--- config.mk ---
export PLATFORM = sky130hd
export DESIGN_NAME = qsic_top
export DESIGN_NICKNAME = d
export VERILOG_FILES = /design/src/qsic_pkg.sv /design/src/qsic_top.sv /design/src/pack_table.sv /design/src/qbus_cycle.sv /design/src/qbus_decode.sv
export SDC_FILE = /design/constraint.sdc
export NUM_CORES = 1
export LEC_CHECK = 0
export ABC_AREA = 0
export ABC_CLOCK_PERIOD_IN_PS = 3100
export BUFFER_PORTS_ARGS = -buffer_cell sky130_fd_sc_hd__buf_2
export CAP_MARGIN = 30
export CORE_ASPECT_RATIO = 0.6
export CORE_MARGIN = 10
export CORE_UTILIZATION = 56
export CTS_CLUSTER_SIZE = 24
export DETAILED_ROUTE_END_ITERATION = 10
export GPL_ROUTABILITY_DRIVEN = 0
export GPL_TIMING_DRIVEN = 1
export PLACE_DENSITY = 0.78
export SLEW_MARGIN = 10
export SYNTH_ARGS = -nofsm -noshare
export SYNTH_HDL_FRONTEND = slang
export SYNTH_HIERARCHICAL = 1
export SYNTH_SLANG_ARGS = --single-unit
--- constraint.sdc ---
create_clock -name clk20 -period 3.1 [get_ports clk20]
set_clock_uncertainty 0.05 [all_clocks]
set_input_delay 0.465 -clock clk20 [delete_from_list [all_inputs] [get_ports clk20]]
set_output_delay 0.465 -clock clk20 [all_outputs]
set_load 0.05 [all_outputs]
--- src/qsic_pkg.sv ---
/* shared types for the QBUS slave and the disk-pack load table
   table offsets count 8192-block units, so packs sit on 0x2000 boundaries */
`default_nettype none

package qsic_pkg;

   // bus and storage widths
   typedef logic [21:0] dal_t;       // data/address lines
   typedef logic [15:0] word_t;      // one bus word
   typedef logic [12:0] block_t;     // block within a pack
   typedef logic [31:0] lba_t;       // storage block address
   typedef logic [2:0]  dev_sel_t;   // drive select
   typedef logic [1:0]  device_t;    // storage device code

   localparam int n_packs = 8;       // drives, and load-table words

   // load table occupies 17700..17716 of the I/O page
   localparam logic [12:0] table_base = 13'o17700;

   // offset field is in units of 2**13 blocks
   localparam int offset_shift = 13;

   // one load-table word, bit 15 down to bit 0
   typedef struct packed {
      logic         enable;   // pack is enabled
      device_t      device;   // sd0, sd1, ramdisk, usb
      logic [12:0]  offset;   // pack start, 8192-block units
   } pack_entry_t;

   // decode side view of the current bus cycle
   typedef struct packed {
      logic         hit;        // address is a table word
      logic [2:0]   index;      // which table word
      logic         sync_s;     // synchronized strobes
      logic         din_s;
      logic         dout_s;
      logic         din_late;   // din held past the first cycle
      logic         dout_rise;  // first cycle of dout_s
   } bus_req_t;

endpackage

`default_nettype wire
--- src/qsic_top.sv ---
/* QBUS slave for the load table at 17700..17716, bs7 set
   dal and bs7 come as separate in/out ports; reset stands in for bus INIT */
`default_nettype none

module qsic_top import qsic_pkg::*; #(
   parameter int settle_cycles = 2    // read settle delay, see qbus_cycle
) (
   input  logic               clk20,
   input  logic               reset,
   input  logic               sync,
   input  logic               din,
   input  logic               dout,
   input  logic               bs7,
   input  dal_t               dal_in,
   input  dev_sel_t           dev_sel,
   input  block_t             block,
   input  logic [3:0]         dev_ready,
   output logic               trply,
   output logic               dal_tx,
   output logic               dal_st,
   output logic               dal_be_l,
   output dal_t               tdal,
   output lba_t               lba,
   output logic [n_packs-1:0] loaded,
   output device_t            pack_device
);

   bus_req_t   req;        // decode to cycle, every clock
   word_t      rd_word;    // table word at req.index
   logic       wr_stb;
   logic [2:0] wr_index;
   word_t      wr_data;

   qbus_decode u_decode (
      .clk20  (clk20),
      .reset  (reset),
      .sync   (sync),
      .din    (din),
      .dout   (dout),
      .bs7    (bs7),
      .dal_in (dal_in),
      .req    (req)
   );

   qbus_cycle #(
      .settle_cycles (settle_cycles)
   ) u_cycle (
      .clk20    (clk20),
      .reset    (reset),
      .req      (req),
      .rd_word  (rd_word),
      .dal_in   (dal_in),
      .trply    (trply),
      .dal_tx   (dal_tx),
      .dal_st   (dal_st),
      .dal_be_l (dal_be_l),
      .tdal     (tdal),
      .wr_stb   (wr_stb),
      .wr_index (wr_index),
      .wr_data  (wr_data)
   );

   pack_table u_table (
      .clk20       (clk20),
      .reset       (reset),
      .wr_stb      (wr_stb),
      .wr_index    (wr_index),
      .wr_data     (wr_data),
      .rd_index    (req.index),   // read port follows the bus address
      .dev_sel     (dev_sel),
      .block       (block),
      .dev_ready   (dev_ready),
      .rd_word     (rd_word),
      .lba         (lba),
      .loaded      (loaded),
      .pack_device (pack_device)
   );

endmodule

`default_nettype wire

--- src/pack_table.sv ---
/* eight load-table words, cleared by reset and written one word per strobe
   lba and loaded are combinational from dev_sel, block and dev_ready */
`default_nettype none

module pack_table import qsic_pkg::*; (
   input  logic               clk20,
   input  logic               reset,
   input  logic               wr_stb,
   input  logic [2:0]         wr_index,
   input  word_t              wr_data,
   input  logic [2:0]         rd_index,
   input  dev_sel_t           dev_sel,
   input  block_t             block,
   input  logic [3:0]         dev_ready,   // one per device code
   output word_t              rd_word,
   output lba_t               lba,
   output logic [n_packs-1:0] loaded,
   output device_t            pack_device
);

   pack_entry_t table_q [n_packs];
   pack_entry_t sel;      // entry of the selected drive

   always_ff @(posedge clk20) begin
      if (reset) begin
         for (int i = 0; i < n_packs; i++) begin
            table_q[i] <= '0;   // all packs unloaded
         end
      end else if (wr_stb) begin
         table_q[wr_index] <= pack_entry_t'(wr_data);
      end
   end

   assign rd_word = word_t'(table_q[rd_index]);   // bus view of the word

   assign sel         = table_q[dev_sel];
   assign pack_device = sel.device;

   // pack start plus block within the pack
   assign lba = lba_t'(block) + (lba_t'(sel.offset) << offset_shift);

   // loaded means enabled and its backing device ready
   always_comb begin
      for (int i = 0; i < n_packs; i++) begin
         loaded[i] = table_q[i].enable & dev_ready[table_q[i].device];
      end
   end

endmodule

`default_nettype wire

--- src/qbus_cycle.sv ---
/* one slave cycle at a time; master keeps din/dout until it sees trply
   read reply comes settle_cycles after dal_tx so the transceivers can settle */
`default_nettype none

module qbus_cycle import qsic_pkg::*; #(
   parameter int settle_cycles = 2    // extra din cycles before reply
) (
   input  logic       clk20,
   input  logic       reset,
   input  bus_req_t   req,
   input  word_t      rd_word,
   input  dal_t       dal_in,
   output logic       trply,
   output logic       dal_tx,
   output logic       dal_st,
   output logic       dal_be_l,
   output dal_t       tdal,
   output logic       wr_stb,
   output logic [2:0] wr_index,
   output word_t      wr_data
);

   localparam int cnt_w = (settle_cycles > 0) ? $clog2(settle_cycles + 1) : 1;

   typedef enum logic [1:0] {
      idle,
      read_drive,    // transceivers toward the bus while data settles
      read_reply,    // data latched and enabled with reply up
      write_reply    // word taken and reply held until dout drops
   } state_t;

   state_t           state;
   state_t           state_nx;
   logic [cnt_w-1:0] settle_cnt;
   logic             settle_done;
   logic             write_start;
   logic             wrote_q;       // strobe already given in this sync cycle

   assign settle_done = (int'(settle_cnt) + 1 >= settle_cycles);
   assign write_start = (state == idle) && (state_nx == write_reply);

   always_comb begin
      state_nx = state;
      case (state)
         idle: begin
            if (req.hit && req.din_s) begin
               state_nx = (settle_cycles == 0) ? read_reply : read_drive;
            end else if (req.hit && req.dout_rise) begin
               state_nx = write_reply;
            end
         end
         read_drive: begin
            if (!req.din_s || !req.hit) begin
               state_nx = idle;          // master gave up
            end else if (req.din_late && settle_done) begin
               state_nx = read_reply;
            end
         end
         read_reply: begin
            if (!req.din_s || !req.hit) state_nx = idle;
         end
         write_reply: begin
            if (!req.dout_s || !req.hit) state_nx = idle;
         end
         default: state_nx = idle;
      endcase
   end

   always_ff @(posedge clk20) begin
      if (reset) begin
         state <= idle;
      end else begin
         state <= state_nx;
      end
   end

   // counts din_late cycles spent in read_drive
   always_ff @(posedge clk20) begin
      if (reset || state != read_drive) begin
         settle_cnt <= '0;
      end else if (req.din_late && !settle_done) begin
         settle_cnt <= settle_cnt + 1'b1;
      end
   end

   always_ff @(posedge clk20) begin
      if (reset) begin
         wr_stb <= 1'b0;
      end else begin
         wr_stb <= write_start;   // only on entry so one cycle
      end
   end

   // cleared between bus cycles
   always_ff @(posedge clk20) begin
      if (reset || !req.sync_s) begin
         wrote_q <= 1'b0;
      end else if (wr_stb) begin
         wrote_q <= 1'b1;
      end
   end

   // write payload valid with wr_stb
   always_ff @(posedge clk20) begin
      if (write_start) begin
         wr_index <= req.index;
         wr_data  <= dal_in[15:0];
      end
   end

   assign dal_tx   = (state == read_drive) || (state == read_reply);
   assign dal_st   = (state == read_reply);
   assign dal_be_l = (state != read_reply);      // active low
   assign trply    = (state == read_reply) || (state == write_reply);
   assign tdal     = dal_tx ? {6'b0, rd_word} : '0;   // words only with top bits zero

   // reply only inside an addressed cycle
   reply_hit: assert property (@(posedge clk20) disable iff (reset)
      trply |-> req.hit)
      else $error("trply raised outside a table hit");

   // a single one-cycle strobe per bus cycle
   strobe_one: assert property (@(posedge clk20) disable iff (reset)
      wr_stb |-> !wrote_q)
      else $error("more than one write strobe in a bus cycle");

endmodule

`default_nettype wire

--- src/qbus_decode.sv ---
/* strobes arrive asynchronous to clk20 and are seen two cycles late
   dal_in and bs7 must hold for 4 cycles after sync rises */
`default_nettype none

module qbus_decode import qsic_pkg::*; (
   input  logic     clk20,
   input  logic     reset,
   input  logic     sync,
   input  logic     din,
   input  logic     dout,
   input  logic     bs7,
   input  dal_t     dal_in,
   output bus_req_t req
);

   logic [1:0] sync_ra;    // 2-flop synchronizers
   logic [2:0] din_ra;     // extra stage makes din_late
   logic [1:0] dout_ra;
   logic       sync_d;     // previous sync_s, for edge detect
   logic       dout_d;
   logic       sync_s;
   logic       din_s;
   logic       dout_s;
   logic       sync_rise;
   logic       addr_match;
   logic       hit_q;
   logic [2:0] index_q;

   assign sync_s = sync_ra[1];
   assign din_s  = din_ra[1];
   assign dout_s = dout_ra[1];

   assign sync_rise = sync_s & ~sync_d;

   // eight words, so address bits 3..1 pick the entry; odd byte address never matches
   assign addr_match = bs7 && (dal_in[12:4] == table_base[12:4]) && !dal_in[0];

   always_ff @(posedge clk20) begin
      if (reset) begin
         sync_ra <= '0;
         din_ra  <= '0;
         dout_ra <= '0;
         sync_d  <= 1'b0;
         dout_d  <= 1'b0;
      end else begin
         sync_ra <= {sync_ra[0], sync};
         din_ra  <= {din_ra[1:0], din};
         dout_ra <= {dout_ra[0], dout};
         sync_d  <= sync_s;
         dout_d  <= dout_s;
      end
   end

   // address phase latch, held until sync goes away
   always_ff @(posedge clk20) begin
      if (reset) begin
         hit_q   <= 1'b0;
         index_q <= '0;
      end else if (sync_rise) begin
         hit_q   <= addr_match;
         index_q <= dal_in[3:1];   // word offset within the table
      end else if (!sync_s) begin
         hit_q   <= 1'b0;          // end of bus cycle
      end
   end

   always_comb begin
      req.hit       = hit_q;
      req.index     = index_q;
      req.sync_s    = sync_s;
      req.din_s     = din_s;
      req.dout_s    = dout_s;
      req.din_late  = din_ra[2] & din_ra[1];   // din stable for two samples
      req.dout_rise = dout_s & ~dout_d;
   end

   // a master never asserts both data strobes in one cycle
   strobe_excl: assert property (@(posedge clk20) disable iff (reset)
      !(din_s && dout_s))
      else $error("din and dout both asserted");

endmodule

`default_nettype wire

After elaboration in Yosys (flattened, before gate mapping)
Memory sizes are Yosys's and may differ from the RTL's. A register that Yosys moved wholly into a read port is not among the register bits.
Cells that the tools add are included.
W data, S select, Z words.
{"block": "word_totals", "output_inout_bits": 68, "mem_bits_rw": 128, "regBits": 37, "mem_count": 1, "inputBits": 48}
{"memory": "u_table.table_q", "depth": 8, "word_bits": 16, "rd": 10, "rd_ports_with_merged_regs": 1, "write_ports": 8, "line": "pack_table.sv:21", "rtl": "pack_entry_t table_q [n_packs];"}
{"block": "classes", "reduce_logical": 19, "order_cmp": 9, "bitwise_logic": 13, "n_addsub": 3, "mux": 36, "eq_ne": 8}
{"op": "$ge A32 B3 Y1 const B", "n": 1}
{"op": "$mux W16", "n": 2}
{"op": "$add A13 B26 Y27", "n": 1}
{"op": "$lt A2 B3 Y1 const B", "n": 8}
{"op": "$bmux W1 S2", "n": 8}
{"op": "$mux W1", "n": 16}
{"op": "$reduce_or A16 Y1", "n": 1}
{"op": "$mux W2", "n": 6}
{"op": "$and A1 B1 Y1", "n": 11}
{"op": "$eq A9 B9 Y1 const B", "n": 1}
{"op": "$mux W3", "n": 3}
{"op": "$pmux W2 S4", "n": 1}
{"op": "$logic_and A1 B1 Y1", "n": 7}
{"op": "$eq A2 B2 Y1 const B", "n": 3}
{"op": "$logic_not A1 Y1", "n": 5}
{"op": "$logic_or A1 B1 Y1", "n": 5}
{"op": "$ne A2 B2 Y1 const B", "n": 2}
{"op": "$add A2 B1 Y3 const B", "n": 1}
{"op": "$add A2 B1 Y2 const B", "n": 1}
{"op": "$eq A2 B1 Y1 const B", "n": 1}
{"op": "$logic_not A2 Y1", "n": 1}
{"op": "$ne A2 B1 Y1 const B", "n": 1}
{"op": "$not A1 Y1", "n": 2}

Depth between registers and ports, before layout
{"block": "depth", "ltp_word": 8, "ltp_mapped": 6}

By module
The synthesis kept the hierarchy.
{"module": "pack_table", "seq_area_each_um2": 3843.7, "cells_each": 462, "n_inst": 1, "area_each_um2": 7120.6}
{"module": "qbus_cycle", "seq_area_each_um2": 670.6, "cells_each": 86, "n_inst": 1, "area_each_um2": 1054.8}
{"module": "qbus_decode", "seq_area_each_um2": 260.2, "cells_each": 42, "n_inst": 1, "area_each_um2": 452.9}

Worst setup path after synthesis
OpenSTA, ideal clock, no wires.
{"block": "synth_timing", "path_kind": "input to register", "from": "input port reset", "to": "memory u_table/table_q[4][0] (netlist bit) (enable)", "setup_slack_ps": 633, "t_arrival_ps": 2024, "setup_time_ps": 392, "cell_stages": 5, "path_cell_list": "or3b_1 > clkbuf_1 > buf_6 > buf_6 > o21bai_1"}
{"item": "start: declaration", "line": "qsic_top.sv:9", "rtl": "input logic reset,"}
{"item": "end: declaration", "line": "pack_table.sv:21"}

==> impl_metrics.yaml <==
timing:
  final-max-slew-violation-count: 0
  worst_pin_slew_ns: 0.756
  setup_tns_ns: 0
  min_period_ns: 2.86
  fmax_ghz: 0.349
  finalSetupViolCount: 0
  fin_crit_sh: 0.924
  hold_violations: 0
  rsz0062_at_grt: "false"
  slew_headroom: 0.496
critical_path:
  path_max_fanout: 33
  worstSetupStartpointType: "register"
  worstPathRequired_ns: 2.58
  worst_setup_path_end_kind: "output pin"
  crit_type: "register to output pin"
  arrival_ns: 2.35
placement:
  place_hpwl_microns: 14000
  dp.cells: 819
  port_buffers: 71
cells_and_area:
  ff_latch_area_sq_mm: 0.00478
  num_antenna_cells: 0
  nets: 688
  postLayoutCoreUtil: 0.634
  multi_input_area_sq_mm: 0.00334
  drive_gt1_frac: 0.318
  num-fill-cells: 1105
  area_growth_syn_to_layout_pct: 11.7
  final_cells: 851
pwr:
  p_clk_frac: 0.406
  p_seq_frac: 0.499
  p_int_uw: 3820
  p_leak_uw: 0.00338
  powerDensity_mw_per_mm2: 523
  p_comb_frac: 0.095
  ir_worst_vdd_mv: 0.370
  switching_share: 0.242
  p_sw_uw: 1220
global_routing:
  antenna_found_initial: 0
  gr-usage-all-layers: 0.205
  grt_pass1_wl_microns: 32700
  grt_pass1_vias: 5745
  gr-total-overflow: 0
  grt_max_degree: 49
floorplan:
  dieArea_sq_mm: 0.0209
  fp-row-count: 35
  die_y_microns: 116
  floorplan.initialDensity: 0.567
  ios: 116
  die_w_microns: 180
  core_region_area_sq_mm: 0.0152
route:
  wirelength_microns: 21300
  drc: 0
  route.vias.total: 5480
  wl_per_cell_microns: 25.0
  ant_nets: 0
  drt-initial-drc-count: 710
  avgViaCountPerCell: 6.44
  drt-pass1-iter-count: 5
cts:
  root_buffer: "clkbuf_16"
  cts_buffers: 17
  cts_tree: "yes"
  clk_pin_slew_ns: 0.07
  post-cts-setup-buffers: 0
  ctsHoldBuffers: 0
  cts_sinks: 165
  clockBufferDepth: 2
  cts_resized: 0
  worstSkewPairLatency_ns: 0.43
  htreeDepth: 4
status:
  status: "completed"
worst_hold_path:
  hold_class: "primary input to register"
synth:
  syn-cell-area_sq_mm: 0.00862
  synth_cells: 589
  synth_warnings: 6
  synth_area_per_cell_sq_um: 14.6
flow_run:
  maxCapViolCount: 0
## per-stage QoR
stage	hold slack, ns	total power, uW	worst slack (ns)	cell area [sq um]
3_5_place_dp	0.386	3040	0.625	9050
5_1_grt	0.159	5200	0.143	9630
2_1_floorplan	0.364	2940	0.633	8660
6_report	0.168	5040	0.236	9630
3_3_place_gp	0.371	3020	0.632	9050
4_1_cts	0.151	5070	0.259	9630
## path summary, 6_finish.rpt
kind / slack [ns] / start / end / cells past startpoint
min: 0.17 / dal_in[14] / u_cycle/wr_data[14]$_DFFE_PP_ / 1
max reg2reg: 0.87 / u_cycle/wr_index[2]$_DFFE_PP_ / u_table/table_q[1][11]$_SDFFCE_PN0P_ / 3
max: 0.24 / u_decode/index_q[2]$_SDFFE_PP0P_ / tdal[13] / 5
min reg2reg: 0.40 / u_decode/dout_ra[0]$_SDFF_PP0_ / u_decode/dout_ra[1]$_SDFF_PP0_ / 1
## worst max-delay path: stages (launching register included)
cell	delay, ns
dfxtp_1	0.33
buf_4	0.44
mux4_2	0.42
mux2_2	0.31
and2_1	0.17
buf_2	0.21
## layout make-up
cell class | instances | share of cell area
tap | 203 | 0.0264
timing repair buffer | 94 | 0.0626
sequential | 165 | 0.496
clock buffer | 21 | 0.0512
inverter | 21 | 0.00818
multi-input combinational | 336 | 0.347
clock inverter | 11 | 0.00870
## power by group through the flow
stage | combinational, uW | sequential, uW | clock [uW]
after floorplan | 401 | 2540 | 0
after global placement | 469 | 2550 | 0
after detailed placement | 480 | 2560 | 0
after CTS | 481 | 2510 | 2070
after global routing | 504 | 2520 | 2180
final | 480 | 2510 | 2050
## routing by layer
metal  wire length, microns  up-vias  global-route usage
met1                   8620     2792               0.262
met2                   9930      289               0.328
li1                       -     2369                   -
met4                    326        0              0.0571
met5                      0        -                   0
met3                   2420       30              0.0736
## cell usage in the layout (no fill, tap or decap), drive strengths merged, types with 2 or more instances in the layout
| cell type | count |
|---|---|
| inv | 12 |
| and2 | 26 |
| a21oi | 2 |
| nor2 | 6 |
| edfxtp | 147 |
| clkbuf | 21 |
| mux4 | 70 |
| nor2b | 12 |
| dfxtp | 18 |
| buf | 94 |
| o21ai | 3 |
| nand2b | 3 |
| mux2 | 31 |
| conb | 12 |
| mux2i | 3 |
| nor3 | 129 |
| nand2 | 9 |
| clkinv | 20 |
| o21bai | 8 |
| or2 | 3 |
| a22oi | 2 |
| ha | 5 |
## sequential cells by signal, indices dropped and copies added, names as in the netlist
signal,flops
u_decode/sync_ra,2
u_cycle/wr_stb,1
u_decode/index_q,3
u_cycle/wr_data,16
u_decode/sync_d,1
u_cycle/settle_cnt,2
u_table/table_q,128
u_decode/hit_q,1
u_decode/dout_d,1
u_decode/dout_ra,2
u_decode/din_ra,3
u_cycle/state,2
u_cycle/wr_index,3
No activity file was read; power rests on OpenSTA's default activity.
